`config.mk`:
```
export PLATFORM = sky130hd
export DESIGN_NAME = processor_core
export DESIGN_NICKNAME = d
export VERILOG_FILES = /design/src/logic/isa_pkg.sv /design/src/logic/core_pkg.sv /design/src/logic/processor_core.sv /design/src/logic/exu.sv /design/src/logic/gpr.sv /design/src/logic/idu.sv /design/src/logic/ifu.sv
export VERILOG_INCLUDE_DIRS = /design/src /design/src/logic
export SDC_FILE = /design/constraint.sdc
export NUM_CORES = 2
export LEC_CHECK = 0
export BUFFER_PORTS_ARGS = -buffer_cell sky130_fd_sc_hd__buf_4
export CORE_ASPECT_RATIO = 1.4
export CORE_MARGIN = 3
export CORE_UTILIZATION = 30
export CTS_BUF_LIST = sky130_fd_sc_hd__clkbuf_8
export DETAILED_ROUTE_END_ITERATION = 8
export PLACE_DENSITY_LB_ADDON = 0.1
export SLEW_MARGIN = 0
export SYNTH_ARGS = -nofsm -noshare
export SYNTH_HDL_FRONTEND = slang
export SYNTH_HIERARCHICAL = 1
export SYNTH_SLANG_ARGS = --single-unit
```
`constraint.sdc`:
```
create_clock -name clk -period 13.9 [get_ports clk]
set_clock_uncertainty 0.1 [all_clocks]
set_input_delay 2.78 -clock clk [delete_from_list [all_inputs] [get_ports clk]]
set_output_delay 2.78 -clock clk [all_outputs]
set_load 0.02 [all_outputs]
```
`src/logic/core_config.svh`:
```
`ifndef CORE_CONFIG_SVH
`define CORE_CONFIG_SVH

// data and address word
`define ISA_WIDTH 32

// register index and register count
`define REG_ADDR_WIDTH 5
`define GPR_NUM 32

`endif
```
`src/logic/isa_pkg.sv`:
```
`default_nettype none

`include "core_config.svh"

package isa_pkg;

    typedef logic [`ISA_WIDTH-1:0] word_t;

    typedef enum logic [6:0] {
        OP     = 7'b0110011,
        OP_IMM = 7'b0010011,
        LUI    = 7'b0110111,
        LOAD   = 7'b0000011,
        STORE  = 7'b0100011,
        BRANCH = 7'b1100011,
        JAL    = 7'b1101111
    } opcode_t;

    typedef struct packed {
        logic [6:0]                 funct7;
        logic [`REG_ADDR_WIDTH-1:0] rs2;
        logic [`REG_ADDR_WIDTH-1:0] rs1;
        logic [2:0]                 funct3;
        logic [`REG_ADDR_WIDTH-1:0] rd;
        opcode_t                    opcode;
    } r_fmt_t;

    typedef struct packed {
        logic [11:0]                imm12;
        logic [`REG_ADDR_WIDTH-1:0] rs1;
        logic [2:0]                 funct3;
        logic [`REG_ADDR_WIDTH-1:0] rd;
        opcode_t                    opcode;
    } i_fmt_t;

    // B format shares this layout with its bits reshuffled in decode
    typedef struct packed {
        logic [6:0]                 imm_hi;
        logic [`REG_ADDR_WIDTH-1:0] rs2;
        logic [`REG_ADDR_WIDTH-1:0] rs1;
        logic [2:0]                 funct3;
        logic [4:0]                 imm_lo;
        opcode_t                    opcode;
    } s_fmt_t;

    typedef union packed {
        r_fmt_t r_fmt;
        i_fmt_t i_fmt;
        s_fmt_t s_fmt;
    } inst_u;

    localparam logic [2:0] F3_ADD  = 3'b000;
    localparam logic [2:0] F3_SLT  = 3'b010;
    localparam logic [2:0] F3_XOR  = 3'b100;
    localparam logic [2:0] F3_OR   = 3'b110;
    localparam logic [2:0] F3_AND  = 3'b111;
    localparam logic [2:0] F3_BEQ  = 3'b000;
    localparam logic [2:0] F3_BNE  = 3'b001;
    localparam logic [2:0] F3_WORD = 3'b010;

    localparam logic [6:0] F7_SUB  = 7'b0100000;

endpackage

`default_nettype wire

```
`src/logic/core_pkg.sv`:
```
`default_nettype none

`include "core_config.svh"

package core_pkg;

    typedef logic [`REG_ADDR_WIDTH-1:0] reg_addr_t;

    typedef enum logic [2:0] {
        ALU_ADD,
        ALU_SUB,
        ALU_AND,
        ALU_OR,
        ALU_XOR,
        ALU_SLT,
        ALU_PASS_B
    } alu_op_t;

    typedef struct packed {
        alu_op_t alu_op;
        logic    use_imm;
        logic    reg_write;
        logic    mem_read;
        logic    mem_write;
        logic    branch;
        logic    branch_ne;
        logic    jump;
    } ctrl_t;

    // imm is sign-extended already
    typedef struct packed {
        ctrl_t          ctrl;
        reg_addr_t      rd;
        reg_addr_t      rs1;
        reg_addr_t      rs2;
        isa_pkg::word_t imm;
    } decoded_t;

    typedef struct packed {
        isa_pkg::word_t r_addr;
        isa_pkg::word_t w_addr;
        isa_pkg::word_t w_data;
        logic           w_en;
    } dmem_req_t;

endpackage

`default_nettype wire

```
`src/logic/processor_core.sv`:
```
`default_nettype none
`timescale 1ns/100ps

module processor_core (
    input  wire            clk,
    input  wire            arst_n,
    input  wire            isa_pkg::word_t mem_r_1,
    output isa_pkg::word_t mem_r_1_addr,
    input  wire            isa_pkg::word_t mem_r_2,
    output isa_pkg::word_t mem_r_2_addr,
    output isa_pkg::word_t mem_w,
    output isa_pkg::word_t mem_w_addr,
    output logic           mem_w_en
);

    import isa_pkg::*;
    import core_pkg::*;

    word_t     pc;
    word_t     next_pc;
    logic      exec;
    inst_u     inst;
    decoded_t  dec;
    word_t     src1;
    word_t     src2;
    logic      rd_w_en;
    word_t     rd_data;
    dmem_req_t dmem;

    ifu ifu_1 (
        .clk     ( clk     ),
        .arst_n  ( arst_n  ),
        .next_pc ( next_pc ),
        .mem_r   ( mem_r_1 ),
        .pc      ( pc      ),
        .exec    ( exec    ),
        .inst    ( inst    )
    );

    idu idu_1 (
        .inst ( inst ),
        .dec  ( dec  )
    );

    gpr gpr_1 (
        .clk     ( clk     ),
        .arst_n  ( arst_n  ),
        .w_en    ( rd_w_en ),
        .w_addr  ( dec.rd  ),
        .w_data  ( rd_data ),
        .r1_addr ( dec.rs1 ),
        .r2_addr ( dec.rs2 ),
        .r1_data ( src1    ),
        .r2_data ( src2    )
    );

    exu exu_1 (
        .exec    ( exec    ),
        .pc      ( pc      ),
        .dec     ( dec     ),
        .src1    ( src1    ),
        .src2    ( src2    ),
        .mem_r   ( mem_r_2 ),
        .next_pc ( next_pc ),
        .rd_w_en ( rd_w_en ),
        .rd_data ( rd_data ),
        .dmem    ( dmem    )
    );

    assign mem_r_1_addr = pc;
    assign mem_r_2_addr = dmem.r_addr;
    assign mem_w_addr   = dmem.w_addr;
    assign mem_w        = dmem.w_data;
    assign mem_w_en     = dmem.w_en;

endmodule

`default_nettype wire

```
`src/logic/exu.sv`:
```
`default_nettype none
`timescale 1ns/100ps

module exu (
    input  wire                 exec,
    input  wire                 isa_pkg::word_t pc,
    input  wire                 core_pkg::decoded_t dec,
    input  wire                 isa_pkg::word_t src1,
    input  wire                 isa_pkg::word_t src2,
    input  wire                 isa_pkg::word_t mem_r,
    output isa_pkg::word_t      next_pc,
    output logic                rd_w_en,
    output isa_pkg::word_t      rd_data,
    output core_pkg::dmem_req_t dmem
);

    import isa_pkg::*;
    import core_pkg::*;

    word_t op_b;
    word_t alu_y;
    word_t pc_plus4;
    logic  src_eq;
    logic  taken;

    assign op_b = dec.ctrl.use_imm ? dec.imm : src2;

    always_comb begin
        case (dec.ctrl.alu_op)
            ALU_ADD:    alu_y = src1 + op_b;
            ALU_SUB:    alu_y = src1 - op_b;
            ALU_AND:    alu_y = src1 & op_b;
            ALU_OR:     alu_y = src1 | op_b;
            ALU_XOR:    alu_y = src1 ^ op_b;
            ALU_SLT:    alu_y = word_t'($signed(src1) < $signed(op_b));
            ALU_PASS_B: alu_y = op_b;
            default:    alu_y = '0;
        endcase
    end

    // branch compare uses both registers and never the immediate
    assign src_eq   = src1 == src2;
    assign taken    = dec.ctrl.jump | (dec.ctrl.branch & (src_eq ^ dec.ctrl.branch_ne));
    assign pc_plus4 = pc + 32'd4;
    assign next_pc  = taken ? pc + dec.imm : pc_plus4;

    always_comb begin
        if (dec.ctrl.jump) begin
            rd_data = pc_plus4;
        end else if (dec.ctrl.mem_read) begin
            rd_data = mem_r;
        end else begin
            rd_data = alu_y;
        end
    end

    assign rd_w_en = exec & dec.ctrl.reg_write;

    // loads and stores decode to ALU_ADD with imm, so alu_y is src1 + imm
    assign dmem = '{
        r_addr: alu_y,
        w_addr: alu_y,
        w_data: src2,
        w_en:   exec & dec.ctrl.mem_write
    };

endmodule

`default_nettype wire

```
`src/logic/gpr.sv`:
```
`default_nettype none
`timescale 1ns/100ps

`include "core_config.svh"

module gpr (
    input  wire            clk,
    input  wire            arst_n,
    input  wire            w_en,
    input  wire            core_pkg::reg_addr_t w_addr,
    input  wire            isa_pkg::word_t w_data,
    input  wire            core_pkg::reg_addr_t r1_addr,
    input  wire            core_pkg::reg_addr_t r2_addr,
    output isa_pkg::word_t r1_data,
    output isa_pkg::word_t r2_data
);

    import isa_pkg::*;

    // no storage behind x0
    word_t regs [1:`GPR_NUM-1];

    always_ff @(posedge clk or negedge arst_n) begin
        if (!arst_n) begin
            for (int i = 1; i < `GPR_NUM; i++) begin
                regs[i] <= '0;
            end
        end else if (w_en && w_addr != '0) begin
            regs[w_addr] <= w_data;
        end
    end

    assign r1_data = (r1_addr == '0) ? '0 : regs[r1_addr];
    assign r2_data = (r2_addr == '0) ? '0 : regs[r2_addr];

endmodule

`default_nettype wire

```
`src/logic/idu.sv`:
```
`default_nettype none
`timescale 1ns/100ps

module idu (
    input  wire              isa_pkg::inst_u inst,
    output core_pkg::decoded_t dec
);

    import isa_pkg::*;
    import core_pkg::*;

    function automatic alu_op_t alu_sel(input logic [2:0] funct3, input logic sub);
        case (funct3)
            F3_ADD:  return sub ? ALU_SUB : ALU_ADD;
            F3_SLT:  return ALU_SLT;
            F3_XOR:  return ALU_XOR;
            F3_OR:   return ALU_OR;
            F3_AND:  return ALU_AND;
            default: return ALU_ADD;
        endcase
    endfunction

    word_t imm_i;
    word_t imm_s;
    word_t imm_b;
    word_t imm_u;
    word_t imm_j;

    assign imm_i = {{20{inst.i_fmt.imm12[11]}}, inst.i_fmt.imm12};
    assign imm_s = {{20{inst.s_fmt.imm_hi[6]}}, inst.s_fmt.imm_hi, inst.s_fmt.imm_lo};

    // B reuses the S fields with bit 11 moved to imm_lo[0]
    assign imm_b = {{19{inst.s_fmt.imm_hi[6]}}, inst.s_fmt.imm_hi[6], inst.s_fmt.imm_lo[0],
                    inst.s_fmt.imm_hi[5:0], inst.s_fmt.imm_lo[4:1], 1'b0};

    assign imm_u = {inst.r_fmt.funct7, inst.r_fmt.rs2, inst.r_fmt.rs1, inst.r_fmt.funct3,
                    12'b0};

    // J bits 19:12 sit where rs1 and funct3 are
    assign imm_j = {{11{inst.i_fmt.imm12[11]}}, inst.i_fmt.imm12[11], inst.i_fmt.rs1,
                    inst.i_fmt.funct3, inst.i_fmt.imm12[0], inst.i_fmt.imm12[10:1], 1'b0};

    always_comb begin
        dec     = '0;
        dec.rd  = inst.r_fmt.rd;
        dec.rs1 = inst.r_fmt.rs1;
        dec.rs2 = inst.s_fmt.rs2;
        case (inst.r_fmt.opcode)
            OP: begin
                dec.ctrl.reg_write = 1'b1;
                dec.ctrl.alu_op    = alu_sel(inst.r_fmt.funct3, inst.r_fmt.funct7 == F7_SUB);
            end
            OP_IMM: begin
                dec.ctrl.reg_write = 1'b1;
                dec.ctrl.use_imm   = 1'b1;
                dec.ctrl.alu_op    = alu_sel(inst.i_fmt.funct3, 1'b0);
                dec.imm            = imm_i;
            end
            LUI: begin
                dec.ctrl.reg_write = 1'b1;
                dec.ctrl.use_imm   = 1'b1;
                dec.ctrl.alu_op    = ALU_PASS_B;
                dec.imm            = imm_u;
            end
            LOAD: begin
                dec.ctrl.reg_write = 1'b1;
                dec.ctrl.mem_read  = 1'b1;
                dec.ctrl.use_imm   = 1'b1;
                dec.ctrl.alu_op    = ALU_ADD;
                dec.imm            = imm_i;
            end
            STORE: begin
                dec.ctrl.mem_write = 1'b1;
                dec.ctrl.use_imm   = 1'b1;
                dec.ctrl.alu_op    = ALU_ADD;
                dec.imm            = imm_s;
            end
            BRANCH: begin
                dec.ctrl.branch    = 1'b1;
                dec.ctrl.branch_ne = inst.s_fmt.funct3 == F3_BNE;
                dec.imm            = imm_b;
            end
            JAL: begin
                dec.ctrl.reg_write = 1'b1;
                dec.ctrl.jump      = 1'b1;
                dec.imm            = imm_j;
            end
            // unknown opcode runs as a no-op
            default: dec.ctrl = '0;
        endcase
    end

endmodule

`default_nettype wire

```
`src/logic/ifu.sv`:
```
`default_nettype none
`timescale 1ns/100ps

module ifu (
    input  wire            clk,
    input  wire            arst_n,
    input  wire            isa_pkg::word_t next_pc,
    input  wire            isa_pkg::word_t mem_r,
    output isa_pkg::word_t pc,
    output logic           exec,
    output isa_pkg::inst_u inst
);

    // fetch and execute alternate every cycle
    always_ff @(posedge clk or negedge arst_n) begin
        if (!arst_n) begin
            pc   <= '0;
            exec <= 1'b0;
            inst <= '0;
        end else begin
            exec <= ~exec;
            if (exec) begin
                pc <= next_pc;
            end else begin
                // instruction port answers in the fetch cycle
                inst <= mem_r;
            end
        end
    end

endmodule

`default_nettype wire

```
==> results.yml <==
outcome:
  run_status: "completed"
logic_synthesis:
  synthDistinctLibCells: 100
  fraction_of_registers_with_async_set_or_reset_after_synthesis: 1.00
  synthesis.area_per_instance_sq_um: 12.5
  synth.top_cell.area_share: 0.396
  postSynthNetCount: 5556
  synth_largest_area_cell: "sky130_fd_sc_hd__dfrtp_1"
  synth-seq-cells: 1057
  synth.cell_area_sq_um: 66800
  synth.area.top_cells: "sky130_fd_sc_hd__dfrtp_1 40%, sky130_fd_sc_hd__mux2_2 18%, sky130_fd_sc_hd__mux4_2 13%"
  synthesis.instances: 5337
  synth-edff-count: 0
  synth_ff_type: "sky130_fd_sc_hd__dfrtp_1"
  seq_area_frac_synth: 0.396
  yosys_warnings: 6
global_routing:
  overflow_after_grt: 0
  grt_first_pass_wirelength_um: 394000
  vias_in_the_first_global_route: 49131
  grt_max_degree: 144
  antenna_found_initial: 7
  track_usage: 0.242
floorplanning:
  die_area_sq_um: 228000
  io_pins: 195
  fp.coreArea_sq_um: 221000
  die-width_um: 405
  num_rows: 204
  starting_density_of_the_core: 0.302
  chipHeight_um: 564
placed_design:
  dpl-instance-area_sq_um: 70500
  pre_cts_slack_ns: 3.87
  placement.io_buffers: 194
  dpl_cells: 7995
  weighted_congestion_at_the_end_of_routability_driven_global_placement: 0.955
  dpl.hpwl_um: 180000
finish:
  syn_to_final_growth_pct: 11.1
  drive_gt1_frac: 0.408
  area_of_the_multi_input_gates_sq_um: 37300
  design_area_sq_um: 74200
  layout.filler_cells: 22074
  final_nets: 5523
  area.sequential_sq_um: 26500
  final_util: 0.336
  post_layout_nonfiller_instances: 8329
cts:
  clock-sinks: 1057
  clk_root_buffer_cell: "sky130_fd_sc_hd__clkbuf_8"
  path_clk_slew_ns: 0.06
  cts-root-to-sink-buffers: 4
  number_of_buffers_inserted_to_repair_setup_after_cts: 0
  clock_tree.htree_level_count: 4
  cts_tree: "built"
  cts.repair.resized: 0
  cts_made_buffers: 191
  clk_latency_ns: 0.96
  postCtsHoldBufs: 0
pwr:
  totalPowerFinal_mw: 8.02
  worst_ir_drop_vdd_mv: 0.0721
  p_comb_frac: 0.223
  power.density_cell_area_nw_per_um2: 108
  power.net_switching_mw: 2.72
  power.static_leakage_nw: 32.4
  intPower_mw: 5.31
  seq_power_share: 0.407
  power.share.clock: 0.369
  switching_share: 0.339
routing:
  drt.antenna.violating_nets: 0
  routed_wl_um: 281000
  drt_drc_violations_left: 0
  vias: 47259
  drt-wirelength-per-cell_um: 33.8
  detailedRoute.firstIterationViolations: 3389
  drt_pre_antenna_iters: 5
  avgViaCountPerCell: 5.67
timing:
  grt_setup_unrepaired: "false"
  timing.final.crit_share: 0.797
  max_freq_mhz: 90.3
  timing_max_transition_violations_final: 0
  layout_min_cycle_time_ns: 11.08
  timing.setup.tns_ns: 0
  max-slew-margin-rel: 0.135
  setup_violations: 0
  tightest_slew_ns: 1.27
  hold_ws_ns: 0.413
  finalHoldViolCount: 0
  setup_ws_ns: 2.82
worst_setup_path:
  cp_data_required_time_ns: 11.02
  critical-path-slowest-cell: "sky130_fd_sc_hd__a2111oi_0"
  critPathMaxFanout: 73
  critical_path_arrival_ns: 8.20
  crit_path_capture_type: "primary output"
  timing.critical_path.cells: "buf_12, nor2b_4, buf_4, nor2b_1, a2111oi_0, a211oi_1, mux2i_1, ha_1, a21oi_1, a2111oi_0, o21a_2, o31ai_2, o31ai_1, o21ai_1, nor2_2, xnor2_1, a221oi_2, a21oi_1, buf_4"
  worst_setup_path_start_kind: "register"
  critical-path-max-stage-delay_ns: 1.11
  crit_type: "register to primary output"
hold_path:
  holdCritPathClass: "register to register"
job:
  max_cap_violations: 0
-- power by group through the flow --
stage | Sequential [mW] | Clock [mW] | Combinational (mW)
after detailed placement | 3.32 | 0 | 1.80
after global placement | 3.32 | 0 | 1.80
after CTS | 3.27 | 3.07 | 1.80
after floorplan | 3.28 | 0 | 1.09
final | 3.27 | 2.96 | 1.79
after global routing | 3.28 | 3.19 | 1.90
-- registers in the layout, indices dropped and copies added, names as in the netlist --
name / flops
gpr_1/regs: 992
ifu_1/inst: 32
ifu_1/pc: 32
ifu_1/exec: 1
-- area by class of cell --
cell class	count	area share
sequential	1057	0.357
timing repair buffer	336	0.0363
clock buffer	228	0.0423
multi-input combinational	3592	0.502
antenna	9	0.000304
tap	2884	0.0486
clock inverter	97	0.00683
inverter	126	0.00637
-- synth_stat cells, types with 16 or more instances --
| cell | n |
|---|---|
| sky130_fd_sc_hd__ha_1 | 150 |
| sky130_fd_sc_hd__mux2_2 | 1072 |
| sky130_fd_sc_hd__nor2_1 | 159 |
| sky130_fd_sc_hd__o21ai_0 | 96 |
| sky130_fd_sc_hd__a21o_1 | 31 |
| sky130_fd_sc_hd__nand2b_1 | 29 |
| sky130_fd_sc_hd__dfrtp_1 | 1057 |
| sky130_fd_sc_hd__o211ai_1 | 46 |
| sky130_fd_sc_hd__nand3_1 | 75 |
| sky130_fd_sc_hd__a221o_1 | 24 |
| sky130_fd_sc_hd__mux4_2 | 377 |
| sky130_fd_sc_hd__o22a_1 | 16 |
| sky130_fd_sc_hd__o21a_1 | 25 |
| sky130_fd_sc_hd__a21oi_1 | 127 |
| sky130_fd_sc_hd__buf_6 | 25 |
| sky130_fd_sc_hd__xor2_1 | 23 |
| sky130_fd_sc_hd__mux2i_1 | 314 |
| sky130_fd_sc_hd__a22oi_1 | 115 |
| sky130_fd_sc_hd__inv_1 | 121 |
| sky130_fd_sc_hd__mux2_1 | 19 |
| sky130_fd_sc_hd__buf_1 | 26 |
| sky130_fd_sc_hd__o31a_1 | 38 |
| sky130_fd_sc_hd__nand2_1 | 155 |
| sky130_fd_sc_hd__a211oi_1 | 20 |
| sky130_fd_sc_hd__a221oi_1 | 49 |
| sky130_fd_sc_hd__o21bai_1 | 20 |
| sky130_fd_sc_hd__a31oi_1 | 18 |
| sky130_fd_sc_hd__clkbuf_1 | 217 |
| sky130_fd_sc_hd__o22ai_1 | 37 |
| sky130_fd_sc_hd__nor3_1 | 66 |
| sky130_fd_sc_hd__and3_1 | 42 |
| sky130_fd_sc_hd__buf_4 | 120 |
| sky130_fd_sc_hd__buf_2 | 171 |
| sky130_fd_sc_hd__nor2b_1 | 60 |
| sky130_fd_sc_hd__mux2_4 | 49 |
| sky130_fd_sc_hd__o221ai_1 | 20 |
| sky130_fd_sc_hd__nand4_1 | 18 |
| sky130_fd_sc_hd__xnor2_1 | 87 |
-- layout by cell type, fill, tap and decap left out, drive strengths merged, types with 29 or more instances in the layout --
master / instances
nand3: 75
o22ai: 37
nand2: 155
ha: 150
o31a: 38
a221oi: 50
mux2: 1140
nor3: 67
and3: 42
buf: 336
a21o: 31
dfrtp: 1057
o211ai: 46
mux2i: 314
clkbuf: 228
nor2: 161
nand2b: 29
a22oi: 116
a21oi: 128
nor2b: 60
o21ai: 111
mux4: 377
inv: 193
xnor2: 87
-- worst max-delay path, delay by kind of cell (launching register included) --
kind	cells	cell delay (ns)
and+or+nand+nor	3	0.74
buffers and inverters	3	1.24
xor gates and xnor gates	1	0.09
adders and majority gates	1	0.54
DFF	1	0.76
AOI/OAI and AO/OA	10	3.47
muxes	1	0.30
-- cell families after synthesis --
logic type | share of synthesized area
simple gates | 0.0531
mux | 0.369
flops | 0.396
xor+xnor | 0.0144
fa+ha+maj | 0.0290
buf+inv | 0.0515
compound gates | 0.0865
-- path summary, 6_finish.rpt --
kind / from / end / slack, ns / depth (start not counted)
worst min-delay path: gpr_1/regs[100] / gpr_1/regs[100] / 0.41 / 1
min in group asynchronous: arst_n / gpr_1/regs[120] / 1.74 / 1
max in group asynchronous: arst_n / ifu_1/inst[21] / 9.61 / 3
worst max register to register: ifu_1/inst[21] / gpr_1/regs[207] / 5.45 / 20
worst min register to register: gpr_1/regs[100] / gpr_1/regs[100] / 0.41 / 1
worst max-delay path: ifu_1/inst[21] / mem_r_2_addr[27] / 2.82 / 19
-- routing by layer --
layer | up-vias | GRT usage | part of all wire
li1 | 20071 | - | -
met1 | 25337 | 0.295 | 0.41
met2 | 1334 | 0.423 | 0.50
met3 | 515 | 0.0335 | 0.043
met4 | 2 | 0.112 | 0.052
met5 | - | 0 | 0.000028
Note: power is estimated with default switching activity, not from simulation.
